File: src/pipelinePkg.sv
`default_nettype none

package pipelinePkg;

    // Width of a top or bot function
    localparam int FUNC_WIDTH = 128;

    // Default lane count, each lane checks one slice of the function
    localparam int NUM_LANES = 4;
    localparam int LANE_WIDTH = FUNC_WIDTH / NUM_LANES;

    // A lane count must hold LANE_WIDTH itself, so one bit more than its log
    localparam int COUNT_WIDTH = $clog2(LANE_WIDTH + 1);
    localparam int TOTAL_COUNT_WIDTH = $clog2(FUNC_WIDTH + 1);

    typedef logic [FUNC_WIDTH-1:0] funcT;
    typedef logic [LANE_WIDTH-1:0] sliceT;
    typedef logic [COUNT_WIDTH-1:0] laneCountT;
    typedef logic [TOTAL_COUNT_WIDTH-1:0] totalCountT;

    // Result of one lane for one bot
    typedef struct packed {
        logic isSubset;
        laneCountT bitCount;
    } laneResultT;

    // Combined result of all lanes, isSubset is set only when every lane was a subset
    typedef struct packed {
        logic isSubset;
        totalCountT bitCount;
    } checkResultT;

endpackage

`default_nettype wire

File: src/enabledShiftRegister.sv
`default_nettype none

module enabledShiftRegister #(
    parameter int CYCLES = 2,
    parameter int WIDTH = 1,
    parameter logic [WIDTH-1:0] RESET_VALUE = '0
) (
    input  logic clk,
    input  logic rst,
    input  logic enable,
    input  logic [WIDTH-1:0] dataIn,
    output logic [WIDTH-1:0] dataOut
);

    logic [WIDTH-1:0] stages [CYCLES];

    // The whole chain moves by one stage per enabled cycle and holds otherwise
    always_ff @(posedge clk) begin
        if (rst) begin
            for (int i = 0; i < CYCLES; i++) begin
                stages[i] <= RESET_VALUE;
            end
        end else if (enable) begin
            stages[0] <= dataIn;
            for (int i = 1; i < CYCLES; i++) begin
                stages[i] <= stages[i-1];
            end
        end
    end

    assign dataOut = stages[CYCLES-1];

endmodule

`default_nettype wire

File: src/botValidTracker.sv
`default_nettype none

module botValidTracker #(
    parameter int LANE_DEPTH = 4
) (
    input  logic clk,
    input  logic rst,
    input  logic advance,
    input  logic isBotValid,
    output logic laneOutValid,
    output logic allBotsCleared
);

    localparam int CNT_WIDTH = $clog2(LANE_DEPTH + 1);

    logic lastStageValid;
    logic prevAdvance;
    logic [CNT_WIDTH-1:0] advancesUntilEmpty;

    // Same depth and same enable as the lanes, so the last bit belongs to the lane outputs
    enabledShiftRegister #(
        .CYCLES(LANE_DEPTH),
        .WIDTH(1),
        .RESET_VALUE(1'b0)
    ) validHistory (
        .clk(clk),
        .rst(rst),
        .enable(advance),
        .dataIn(isBotValid),
        .dataOut(lastStageValid)
    );

    // The last stage only holds a new entry in the cycle right after an advance
    always_ff @(posedge clk) begin
        if (rst) begin
            prevAdvance <= 1'b0;
        end else begin
            prevAdvance <= advance;
        end
    end

    assign laneOutValid = lastStageValid & prevAdvance;

    // Counts the advances still needed to push the newest valid bot out of the lanes
    always_ff @(posedge clk) begin
        if (rst) begin
            advancesUntilEmpty <= '0;
            allBotsCleared <= 1'b1;
        end else begin
            if (advance) begin
                if (isBotValid) begin
                    advancesUntilEmpty <= CNT_WIDTH'(LANE_DEPTH);
                end else if (advancesUntilEmpty != '0) begin
                    advancesUntilEmpty <= advancesUntilEmpty - 1'b1;
                end
            end
            // The flag drops as soon as a valid bot enters and rises once the count has run out
            allBotsCleared <= (advancesUntilEmpty == '0) & ~(advance & isBotValid);
        end
    end

endmodule

`default_nettype wire

File: src/pipelineManager.sv
`default_nettype none

module pipelineManager #(
    parameter int INIT_ADVANCES = 3
) (
    input  logic clk,
    input  logic rst,
    input  logic topValid,
    input  pipelinePkg::funcT topIn,
    output logic topReady,
    input  logic botValid,
    input  pipelinePkg::funcT botIn,
    output logic botReady,
    input  logic pipelineReady,
    input  logic allBotsCleared,
    output pipelinePkg::funcT topReg,
    output pipelinePkg::funcT bot,
    output logic isBotValid,
    output logic advance
);

    // Signed so the counter can run up from a negative start to zero
    localparam int INDEX_WIDTH = $clog2(INIT_ADVANCES + 1) + 1;
    localparam logic signed [INDEX_WIDTH-1:0] INDEX_START = INDEX_WIDTH'(-INIT_ADVANCES);

    typedef enum logic [1:0] {
        noTop,
        running,
        draining,
        initializing
    } managerStateT;

    managerStateT state;
    pipelinePkg::funcT pendingTop;
    logic signed [INDEX_WIDTH-1:0] botIndex;
    logic topTaken;

    // Draining keeps stepping too, otherwise the old bots would never leave the lanes
    assign advance = pipelineReady & ~rst & (state != noTop);

    assign topReady = (state == noTop) | (state == running);
    assign topTaken = topValid & topReady;

    // Admission happens only here, the lanes accept whatever comes with isBotValid
    assign botReady = advance & (state == running);
    assign isBotValid = botValid & botReady;
    assign bot = botIn;

    always_ff @(posedge clk) begin
        if (rst) begin
            state <= noTop;
            botIndex <= '0;
        end else begin
            case (state)
                noTop: begin
                    if (topTaken) begin
                        state <= initializing;
                        botIndex <= INDEX_START;
                    end
                end
                running: begin
                    if (topTaken) begin
                        state <= draining;
                    end
                end
                draining: begin
                    if (allBotsCleared) begin
                        state <= initializing;
                        botIndex <= INDEX_START;
                    end
                end
                initializing: begin
                    // Empty advances flush the old top out of the lane input stages
                    if (advance) begin
                        if (botIndex == '1) begin
                            state <= running;
                        end
                        botIndex <= botIndex + 1'b1;
                    end
                end
                default: begin
                    state <= noTop;
                end
            endcase
        end
    end

    always_ff @(posedge clk) begin
        if (state == noTop && topTaken) begin
            topReg <= topIn;
        end else if (state == draining && allBotsCleared) begin
            topReg <= pendingTop;
        end
        // The new top waits here while the bots of the old one finish
        if (state == running && topTaken) begin
            pendingTop <= topIn;
        end
    end

endmodule

`default_nettype wire

File: src/subsetLane.sv
`default_nettype none

module subsetLane #(
    parameter int LANE_DEPTH = 4
) (
    input  logic clk,
    input  logic rst,
    input  logic advance,
    input  pipelinePkg::sliceT topSlice,
    input  pipelinePkg::sliceT botSlice,
    output pipelinePkg::laneResultT laneResult
);

    pipelinePkg::sliceT topStage;
    pipelinePkg::sliceT botStage;
    pipelinePkg::laneResultT computed;
    pipelinePkg::laneResultT computedStage;

    function automatic pipelinePkg::laneCountT popCount(input pipelinePkg::sliceT value);
        pipelinePkg::laneCountT total;
        total = '0;
        for (int i = 0; i < pipelinePkg::LANE_WIDTH; i++) begin
            total = total + pipelinePkg::laneCountT'(value[i]);
        end
        return total;
    endfunction

    // Top is captured together with its bot so a later top change cannot reach this bot
    always_ff @(posedge clk) begin
        if (advance) begin
            topStage <= topSlice;
            botStage <= botSlice;
        end
    end

    // A subset has no bot bit where the top bit is clear
    always_comb begin
        computed.isSubset = ~|(botStage & ~topStage);
        computed.bitCount = popCount(botStage);
    end

    always_ff @(posedge clk) begin
        if (advance) begin
            computedStage <= computed;
        end
    end

    // Remaining stages bring the total depth up to LANE_DEPTH
    enabledShiftRegister #(
        .CYCLES(LANE_DEPTH - 2),
        .WIDTH($bits(pipelinePkg::laneResultT)),
        .RESET_VALUE('0)
    ) resultDelay (
        .clk(clk),
        .rst(rst),
        .enable(advance),
        .dataIn(computedStage),
        .dataOut(laneResult)
    );

endmodule

`default_nettype wire

File: src/resultCollector.sv
`default_nettype none

module resultCollector #(
    parameter int NUM_LANES = 4,
    parameter int LANE_DEPTH = 4,
    parameter int FIFO_DEPTH = 16
) (
    input  logic clk,
    input  logic rst,
    input  pipelinePkg::laneResultT [NUM_LANES-1:0] laneResults,
    input  logic laneOutValid,
    output pipelinePkg::checkResultT result,
    output logic resultValid,
    input  logic resultReady,
    output logic pipelineReady
);

    localparam int PTR_WIDTH = $clog2(FIFO_DEPTH);
    localparam int CNT_WIDTH = $clog2(FIFO_DEPTH + 1);

    pipelinePkg::checkResultT combined;
    pipelinePkg::checkResultT fifoMem [FIFO_DEPTH];
    logic [PTR_WIDTH-1:0] writePtr;
    logic [PTR_WIDTH-1:0] readPtr;
    logic [CNT_WIDTH-1:0] count;
    logic [CNT_WIDTH-1:0] freeEntries;
    logic doWrite;
    logic doRead;

    // Every lane must agree on the subset flag, the counts simply add up
    always_comb begin
        combined.isSubset = 1'b1;
        combined.bitCount = '0;
        for (int i = 0; i < NUM_LANES; i++) begin
            combined.isSubset = combined.isSubset & laneResults[i].isSubset;
            combined.bitCount = combined.bitCount
                + pipelinePkg::totalCountT'(laneResults[i].bitCount);
        end
    end

    assign doWrite = laneOutValid;
    assign doRead = resultValid & resultReady;

    always_ff @(posedge clk) begin
        if (doWrite) begin
            fifoMem[writePtr] <= combined;
        end
    end

    always_ff @(posedge clk) begin
        if (rst) begin
            writePtr <= '0;
            readPtr <= '0;
            count <= '0;
        end else begin
            if (doWrite) begin
                writePtr <= (writePtr == PTR_WIDTH'(FIFO_DEPTH - 1)) ? '0 : writePtr + 1'b1;
            end
            if (doRead) begin
                readPtr <= (readPtr == PTR_WIDTH'(FIFO_DEPTH - 1)) ? '0 : readPtr + 1'b1;
            end
            count <= count + CNT_WIDTH'(doWrite) - CNT_WIDTH'(doRead);
        end
    end

    // Head entry stays put until it is read, so the output holds steady
    assign result = fifoMem[readPtr];
    assign resultValid = (count != '0);

    // Keep room for everything that can still arrive once the lanes stop stepping
    assign freeEntries = CNT_WIDTH'(FIFO_DEPTH) - count;
    assign pipelineReady = freeEntries > CNT_WIDTH'(LANE_DEPTH + 2);

endmodule

`default_nettype wire

File: src/subsetPipelineTop.sv
`default_nettype none

module subsetPipelineTop #(
    parameter int NUM_LANES = pipelinePkg::NUM_LANES,
    parameter int LANE_DEPTH = 4,
    parameter int INIT_ADVANCES = 3,
    parameter int FIFO_DEPTH = 16
) (
    input  logic clk,
    input  logic rst,
    input  logic topValid,
    input  pipelinePkg::funcT topIn,
    output logic topReady,
    input  logic botValid,
    input  pipelinePkg::funcT botIn,
    output logic botReady,
    output pipelinePkg::checkResultT result,
    output logic resultValid,
    input  logic resultReady
);

    pipelinePkg::funcT topReg;
    pipelinePkg::funcT bot;
    logic isBotValid;
    logic advance;
    logic pipelineReady;
    logic allBotsCleared;
    logic laneOutValid;
    pipelinePkg::laneResultT [NUM_LANES-1:0] laneResults;

    pipelineManager #(
        .INIT_ADVANCES(INIT_ADVANCES)
    ) manager (
        .clk(clk),
        .rst(rst),
        .topValid(topValid),
        .topIn(topIn),
        .topReady(topReady),
        .botValid(botValid),
        .botIn(botIn),
        .botReady(botReady),
        .pipelineReady(pipelineReady),
        .allBotsCleared(allBotsCleared),
        .topReg(topReg),
        .bot(bot),
        .isBotValid(isBotValid),
        .advance(advance)
    );

    botValidTracker #(
        .LANE_DEPTH(LANE_DEPTH)
    ) tracker (
        .clk(clk),
        .rst(rst),
        .advance(advance),
        .isBotValid(isBotValid),
        .laneOutValid(laneOutValid),
        .allBotsCleared(allBotsCleared)
    );

    // Each lane works on its own slice of top and bot
    for (genvar i = 0; i < NUM_LANES; i++) begin : gLanes
        subsetLane #(
            .LANE_DEPTH(LANE_DEPTH)
        ) lane (
            .clk(clk),
            .rst(rst),
            .advance(advance),
            .topSlice(topReg[i*pipelinePkg::LANE_WIDTH +: pipelinePkg::LANE_WIDTH]),
            .botSlice(bot[i*pipelinePkg::LANE_WIDTH +: pipelinePkg::LANE_WIDTH]),
            .laneResult(laneResults[i])
        );
    end

    resultCollector #(
        .NUM_LANES(NUM_LANES),
        .LANE_DEPTH(LANE_DEPTH),
        .FIFO_DEPTH(FIFO_DEPTH)
    ) collector (
        .clk(clk),
        .rst(rst),
        .laneResults(laneResults),
        .laneOutValid(laneOutValid),
        .result(result),
        .resultValid(resultValid),
        .resultReady(resultReady),
        .pipelineReady(pipelineReady)
    );

endmodule

`default_nettype wire

File: config.mk
export PLATFORM = sky130hd
export DESIGN_NAME = subsetPipelineTop
export DESIGN_NICKNAME = d
export VERILOG_FILES = /design/src/pipelinePkg.sv /design/src/enabledShiftRegister.sv /design/src/botValidTracker.sv /design/src/pipelineManager.sv /design/src/subsetLane.sv /design/src/resultCollector.sv /design/src/subsetPipelineTop.sv
export SDC_FILE = /design/constraint.sdc
export NUM_CORES = 1
export LEC_CHECK = 0
export ABC_AREA = 1
export BUFFER_PORTS_ARGS = -buffer_cell sky130_fd_sc_hd__buf_2
export CORE_ASPECT_RATIO = 0.5
export CORE_UTILIZATION = 30
export CTS_CLUSTER_DIAMETER = 120
export DETAILED_ROUTE_END_ITERATION = 8
export GPL_TIMING_DRIVEN = 0
export PLACE_DENSITY = 0.53
export SLEW_MARGIN = 0
export SYNTH_ARGS = -nofsm -noshare
export SYNTH_HDL_FRONTEND = slang
export SYNTH_SLANG_ARGS = --single-unit
File: constraint.sdc
create_clock -name clk -period 7.6 [get_ports clk]
set_clock_uncertainty 0.15 [all_clocks]
set_input_delay 0.76 -clock clk [delete_from_list [all_inputs] [get_ports clk]]
set_output_delay 0.76 -clock clk [all_outputs]
set_load 0.01 [all_outputs]
# Yosys cells after proc, flatten, opt, wreduce, memory -nomap -nowiden
# Memories as Yosys holds them, arrays and structs flattened. A register that Yosys moved wholly into a read port is not among the register bits.
# Cells that the tools add are included.
# classes
addsub	134
n_lt_le_gt_ge	1
eq_ne	11
muxes	37
bitwise_logic	35
n_reduce_logical	22
# ops
operator	n
adder 6 x 1 -> 6 bit	120
two-way mux 128 bit	2
AND 32 bit	4
inverter 32 bit	4
OR reduction 32 bit	4
two-way mux 7 bit	8
adder 8 x 6 -> 8 bit	2
two-way mux 4 bit	4
two-way mux 3 bit	5
OR 1 bit	13
AND 1 bit	12
two-way mux 1 bit	11
two-way mux 2 bit	5
!= test 2 x 1 -> 1 bit (second input constant)	5
one-hot mux 3 bit (3 select lines)	1
adder 1 x 1 -> 2 bit	4
adder 4 x 1 -> 4 bit (second input constant)	2
== test 4 bit (second input constant)	2
one-hot mux 2 bit (4 select lines)	1
adder 6 x 6 -> 7 bit	1
nonzero test 2 bit	3
nonzero test 3 bit	2
adder 5 x 1 -> 5 bit	1
> comparator 5 x 3 -> 1 bit (second input constant)	1
16 further kinds	23
# totals
reg_bits	563
mem_bits_rw	204
inputBits	261
out_inout_bits	12
wordCells	272
memories	6
# memory_table
name	depth	word_bits	rd	rd_clocked_by_memory_dff	write_ports	line	rtl
collector.fifoMem	16	9	1	1	1	resultCollector.sv:22	pipelinePkg::checkResultT fifoMem [FIFO_DEPTH];
gLanes[0].lane.resultDelay.stages	2	7	2	0	2	enabledShiftRegister.sv:15	logic [WIDTH-1:0] stages [CYCLES];
gLanes[1].lane.resultDelay.stages	2	7	2	0	2	enabledShiftRegister.sv:15	
gLanes[2].lane.resultDelay.stages	2	7	2	0	2	enabledShiftRegister.sv:15	
gLanes[3].lane.resultDelay.stages	2	7	2	0	2	enabledShiftRegister.sv:15	
tracker.validHistory.stages	4	1	4	0	4	enabledShiftRegister.sv:15	

# Logic depth before layout (Yosys ltp)
# depth
word_depth	31
ltp_mapped	19
mapped_depth_nobuf	19

# Hierarchy
# From an unflattened synthesis, not the netlist that was laid out.
# hier_totals
hier_cells	2581
hier_area_um2	34643.2
# modules_own_cells
mod	instances	cells_each	area_per_inst_um2	seq_area_each_um2
subsetLane	4	237	3238.1	2132.0
pipelineManager	1	579	10943.0	7787.5
resultCollector	1	793	7788.7	4664.5
enabledShiftRegister (gLanes[0].lane.resultDelay ...)	4	53	635.6	420.4
botValidTracker	1	34	252.7	100.1
enabledShiftRegister (tracker.validHistory)	1	15	163.9	120.1

# Worst setup path before layout
# Ideal clock, no wire load.
# synth_timing
path_kind	in2reg
from	in topValid
to	reg manager.botIndex[1]
setup_time_ns	0.121
arrival_time_ns	6.807
t_required_ns	7.329
path_slack_ns	0.522
path_stages	9
path_buffers	0
path_cell_list	nand2_4 > inv_4 > a21oi_1 > nor2_1 > inv_1 > nand2_1 > inv_1 > nand2_1 > a21oi_1
# synth_between
elab_chain_len	3
# synth_rtl
item	line	rtl
from (decl)	subsetPipelineTop.sv:11	input logic topValid,
AND 1 bit	pipelineManager.sv:42	assign topTaken = topValid & topReady;
!= test 2 x 1 -> 1 bit (no line)	n/a	
AND reduction 4 bit (no line)	n/a	
to (signal assigned)	pipelineManager.sv:78	botIndex <= botIndex + 1'b1;
to (decl)	pipelineManager.sv:35	logic signed [INDEX_WIDTH-1:0] botIndex;
# No other way between the ends.
# A chain may end at the register's enable or synchronous reset.

==> impl_metrics.py <==
metrics = {
    "worst_setup_path": {
        "slowest_stage": "fa_1",
        "path_max_fanout": 2,
        "critPathKind": "register to register",
        "r2r_start": "gLanes[2].lane.botStage[1]$_DFFE_PP_",
        "cp.arrival_ns": 5.80,
        "path_cells": "ha_1, inv_1, fa_1, fa_1, fa_1, fa_1, fa_1, fa_1, inv_1, fa_1, inv_1, nor2_1, a211oi_1, nor2_1, o21a_1",
        "endpoint_kind": "register",
        "startpoint_type": "register",
        "max_stage_delay_ns": 0.56,
        "crit_top_cell": "fa_1",
        "path_buf_inv": 3,
        "r2r-end": "gLanes[2].lane.computedStage[5]$_DFFE_PP_",
        "path_delay_family": "adder cells",
        "ff2ff_path_depth": 15,
        "critical_path_required_ns": 7.84,
        "r2r_setup_slack_ns": 2.04,
    },
    "placed_design": {
        "dpl.cell_count": 3793,
        "dp_hpwl_mm": 47.89,
        "io_buffers": 271,
        "gp_congestion": 0.8605,
    },
    "clock_network": {
        "cts_buffers": 75,
        "cts_root_buffer": "clkbuf_16",
        "htreeDepth": 3,
        "clock_latency_ns": 0.64,
        "cts_hold_buf": 0,
        "clock_sinks": 771,
        "cts_tree": "done",
        "clk_pin_slew_ns": 0.06,
        "post_cts_buffers": 0,
        "ctsResizeCount": 0,
        "max-clock-path-buffers": 3,
    },
    "global_routing": {
        "antenna_found_initial": 11,
        "met3_usage_pct": 2.537,
        "grt_pass1_wl_mm": 101.0,
        "grtUsageTotal_pct": 12.11,
        "use_met1_pct": 15.17,
        "top_usage_layer": "met2",
        "use_met2_pct": 21.09,
        "grt_pass1_vias": 17370,
        "grt-ovfl-total": 0,
        "grt_max_degree": 112,
    },
    "finish": {
        "syn_to_final_growth_pct": 17.82,
        "fin_nets": 2864,
        "drive_gt1_share_pct": 23.17,
        "layout.cells.non_filler": 3923,
        "postLayoutCoreUtil_pct": 35.71,
    },
    "logic_synthesis": {
        "synth_flop_cell": "edfxtp_1",
        "synth.avg_cell_area_um2": 15.75,
        "syn-instance-count": 2075,
        "syn-num-nets": 2504,
        "ys_ff_latch": 771,
        "synthesis.area_um2": 32690,
        "yosysWarningCount": 0,
        "synth_edf_count": 744,
        "synth_area_leader_cell": "edfxtp_1",
        "synthTopCellsByArea": "edfxtp_1, fa_1, mux2_4",
        "ys_seq_area_share_pct": 70.00,
        "ys_types": 44,
        "ys_async_sr_fraction_pct": 0,
        "synthDominantCellAreaShare_pct": 68.34,
    },
    "hold_path": {
        "hold_path.startpoint": "botIn[5]",
        "min_delay_path_depth": 1,
        "hold_end": "gLanes[0].lane.botStage[5]$_DFFE_PP_",
        "hold_class": "input pin to register",
    },
    "sta": {
        "post-route-period-util_pct": 73.13,
        "fin_hold_ws_ns": 0.1362,
        "tightest_slew_ns": 1.243,
        "setup_viol": 0,
        "clock.fmax_ghz": 0.1799,
        "rsz0062_at_grt": "no",
        "relSlewSlack_pct": 16.81,
        "period_needed_ns": 5.558,
        "hold_violations": 0,
        "report.final.slew_viol_count": 0,
    },
    "routing": {
        "drt.antenna.violating_nets": 0,
        "vias": 16410,
        "drt_iter0_markers": 1069,
        "dr.pass1.iters": 4,
        "finalWirelength_mm": 65.62,
        "wl_per_cell_um": 16.73,
        "vias_per_cell": 4.182,
        "drcViolationCount": 0,
    },
    "run": {
        "cap_violations": 0,
    },
    "run_status": {
        "status": "completed",
    },
    "floorplanning": {
        "rows": 85,
        "pin_count": 273,
        "dieArea_um2": 110400,
        "initial_core_util_pct": 30.31,
        "die_h_um": 235.4,
        "die_w_um": 468.8,
        "core_um2": 107800,
    },
}
[synthesized netlist by cell type (2+ instances only)]
| master | instances |
|---|---|
| a211oi_1 | 3 |
| a21oi_1 | 66 |
| buf_12 | 11 |
| buf_2 | 17 |
| buf_4 | 2 |
| buf_6 | 3 |
| buf_8 | 2 |
| clkbuf_1 | 9 |
| clkinv_1 | 3 |
| dfxtp_1 | 27 |
| edfxtp_1 | 744 |
| fa_1 | 105 |
| ha_1 | 63 |
| inv_1 | 416 |
| inv_2 | 2 |
| mux2_2 | 8 |
| mux2_4 | 120 |
| mux2i_1 | 36 |
| nand2_1 | 78 |
| nand2_2 | 2 |
| nand2_4 | 3 |
| nand3_1 | 21 |
| nor2_1 | 113 |
| nor2_4 | 2 |
| nor3_1 | 12 |
| nor3b_1 | 2 |
| nor4_1 | 6 |
| o2111ai_1 | 5 |
| o211ai_1 | 37 |
| o21a_1 | 3 |
| o21ai_0 | 65 |
| o21bai_1 | 3 |
| o221ai_1 | 6 |
| o22ai_1 | 43 |
| or2_2 | 6 |
| xnor2_1 | 8 |
| xor2_1 | 16 |
[kinds of logic after synthesis]
| kind of cell | count (synthesis) | synth area share [%] |
|---|---|---|
| XOR/XNOR | 24 | 0.6430 |
| multiplexers | 164 | 6.889 |
| AO/OA/AOI/OAI | 233 | 4.226 |
| adder cells (fa/ha/maj) | 168 | 8.841 |
| flip-flops | 771 | 70.00 |
| buffers and inverters | 467 | 6.143 |
| AND/OR/NAND/NOR | 248 | 3.261 |
[routing by layer]
| metal | share of wire (%) | wire, um |
|---|---|---|
| met4 | 1.9 | 1254 |
| met1 | 43 | 28370 |
| met3 | 3.9 | 2551 |
| met2 | 51 | 33410 |
| met5 | 0.046 | 30 |
[how the worst max path moves through the flow]
stage / startpoint / end / slack (ns) / cells past startpoint
2_1_floorplan: topValid / manager.botIndex[1]$_SDFFE_PP0P_ / 0.52 / 9
3_3_place_gp: topValid / manager.topReg[40]$_DFFE_PP_ / -3.49 / 5
3_5_place_dp: gLanes[2].lane.botStage[0]$_DFFE_PP_ / gLanes[2].lane.computedStage[5]$_DFFE_PP_ / 2.02 / 15
4_1_cts: gLanes[2].lane.botStage[0]$_DFFE_PP_ / gLanes[2].lane.computedStage[5]$_DFFE_PP_ / 2.02 / 15
5_1_grt: gLanes[2].lane.botStage[0]$_DFFE_PP_ / gLanes[2].lane.computedStage[5]$_DFFE_PP_ / 1.80 / 15
6_report: gLanes[2].lane.botStage[1]$_DFFE_PP_ / gLanes[2].lane.computedStage[5]$_DFFE_PP_ / 2.04 / 15
[layout make-up]
cell class | instances | area (um^2)
Antenna cell | 2 | 5.005
Buffer | 45 | 421.7
Clock buffer | 92 | 1951
Clock inverter | 36 | 411.6
Fill cell | 10310 | 69330
Inverter | 422 | 1594
Multi-Input combinational cell | 837 | 7851
Sequential cell | 771 | 22880
Tap cell | 1435 | 1795
Timing Repair Buffer | 283 | 1603
[state kept, by name (all words and copies together), names as in the netlist, named ones only]
signal,cells
gLanes.lane.resultDelay.stages,56
collector.readPtr,4
tracker.prevAdvance,1
manager.botIndex,3
manager.state,2
manager.pendingTop,128
collector.fifoMem,144
collector.count,5
tracker.allBotsCleared,1
gLanes.lane.computedStage,28
tracker.advancesUntilEmpty,3
gLanes.lane.topStage,128
collector.writePtr,4
gLanes.lane.botStage,128
manager.topReg,128
tracker.validHistory.stages,4
[layout by cell type (no fill, tap or decap), types with 5 or more instances in the layout]
| cell | n |
|---|---|
| a21oi_1 | 66 |
| buf_2 | 288 |
| mux2i_1 | 36 |
| nor2_1 | 111 |
| dfxtp_1 | 27 |
| clkbuf_1 | 25 |
| ha_1 | 63 |
| o211ai_1 | 37 |
| o22ai_1 | 43 |
| xor2_1 | 13 |
| o2111ai_1 | 5 |
| mux2_2 | 8 |
| mux2_4 | 120 |
| edfxtp_1 | 744 |
| buf_12 | 20 |
| clkinv_2 | 15 |
| bufinv_16 | 6 |
| fa_1 | 105 |
| o221ai_1 | 6 |
| o21ai_0 | 65 |
| nand3_1 | 21 |
| clkinv_1 | 10 |
| inv_1 | 416 |
| nor3_1 | 12 |
| or2_2 | 6 |
| xnor2_1 | 7 |
| nor4_1 | 6 |
| nand2_1 | 77 |
| clkbuf_16 | 75 |
[through the flow]
stage | worst slack, ns | instance area [um^2] | setup TNS [ns]
2_1_floorplan | 0.5218 | 32690 | 0
3_3_place_gp | -3.494 | 35840 | -892.71
3_5_place_dp | 2.022 | 36130 | 0
4_1_cts | 2.015 | 38490 | 0
5_1_grt | 1.803 | 38510 | 0
6_report | 2.042 | 38510 | 0
Power is not shown: default switching activity piles up to over one toggle a cycle in this logic, so the estimate is an artifact.
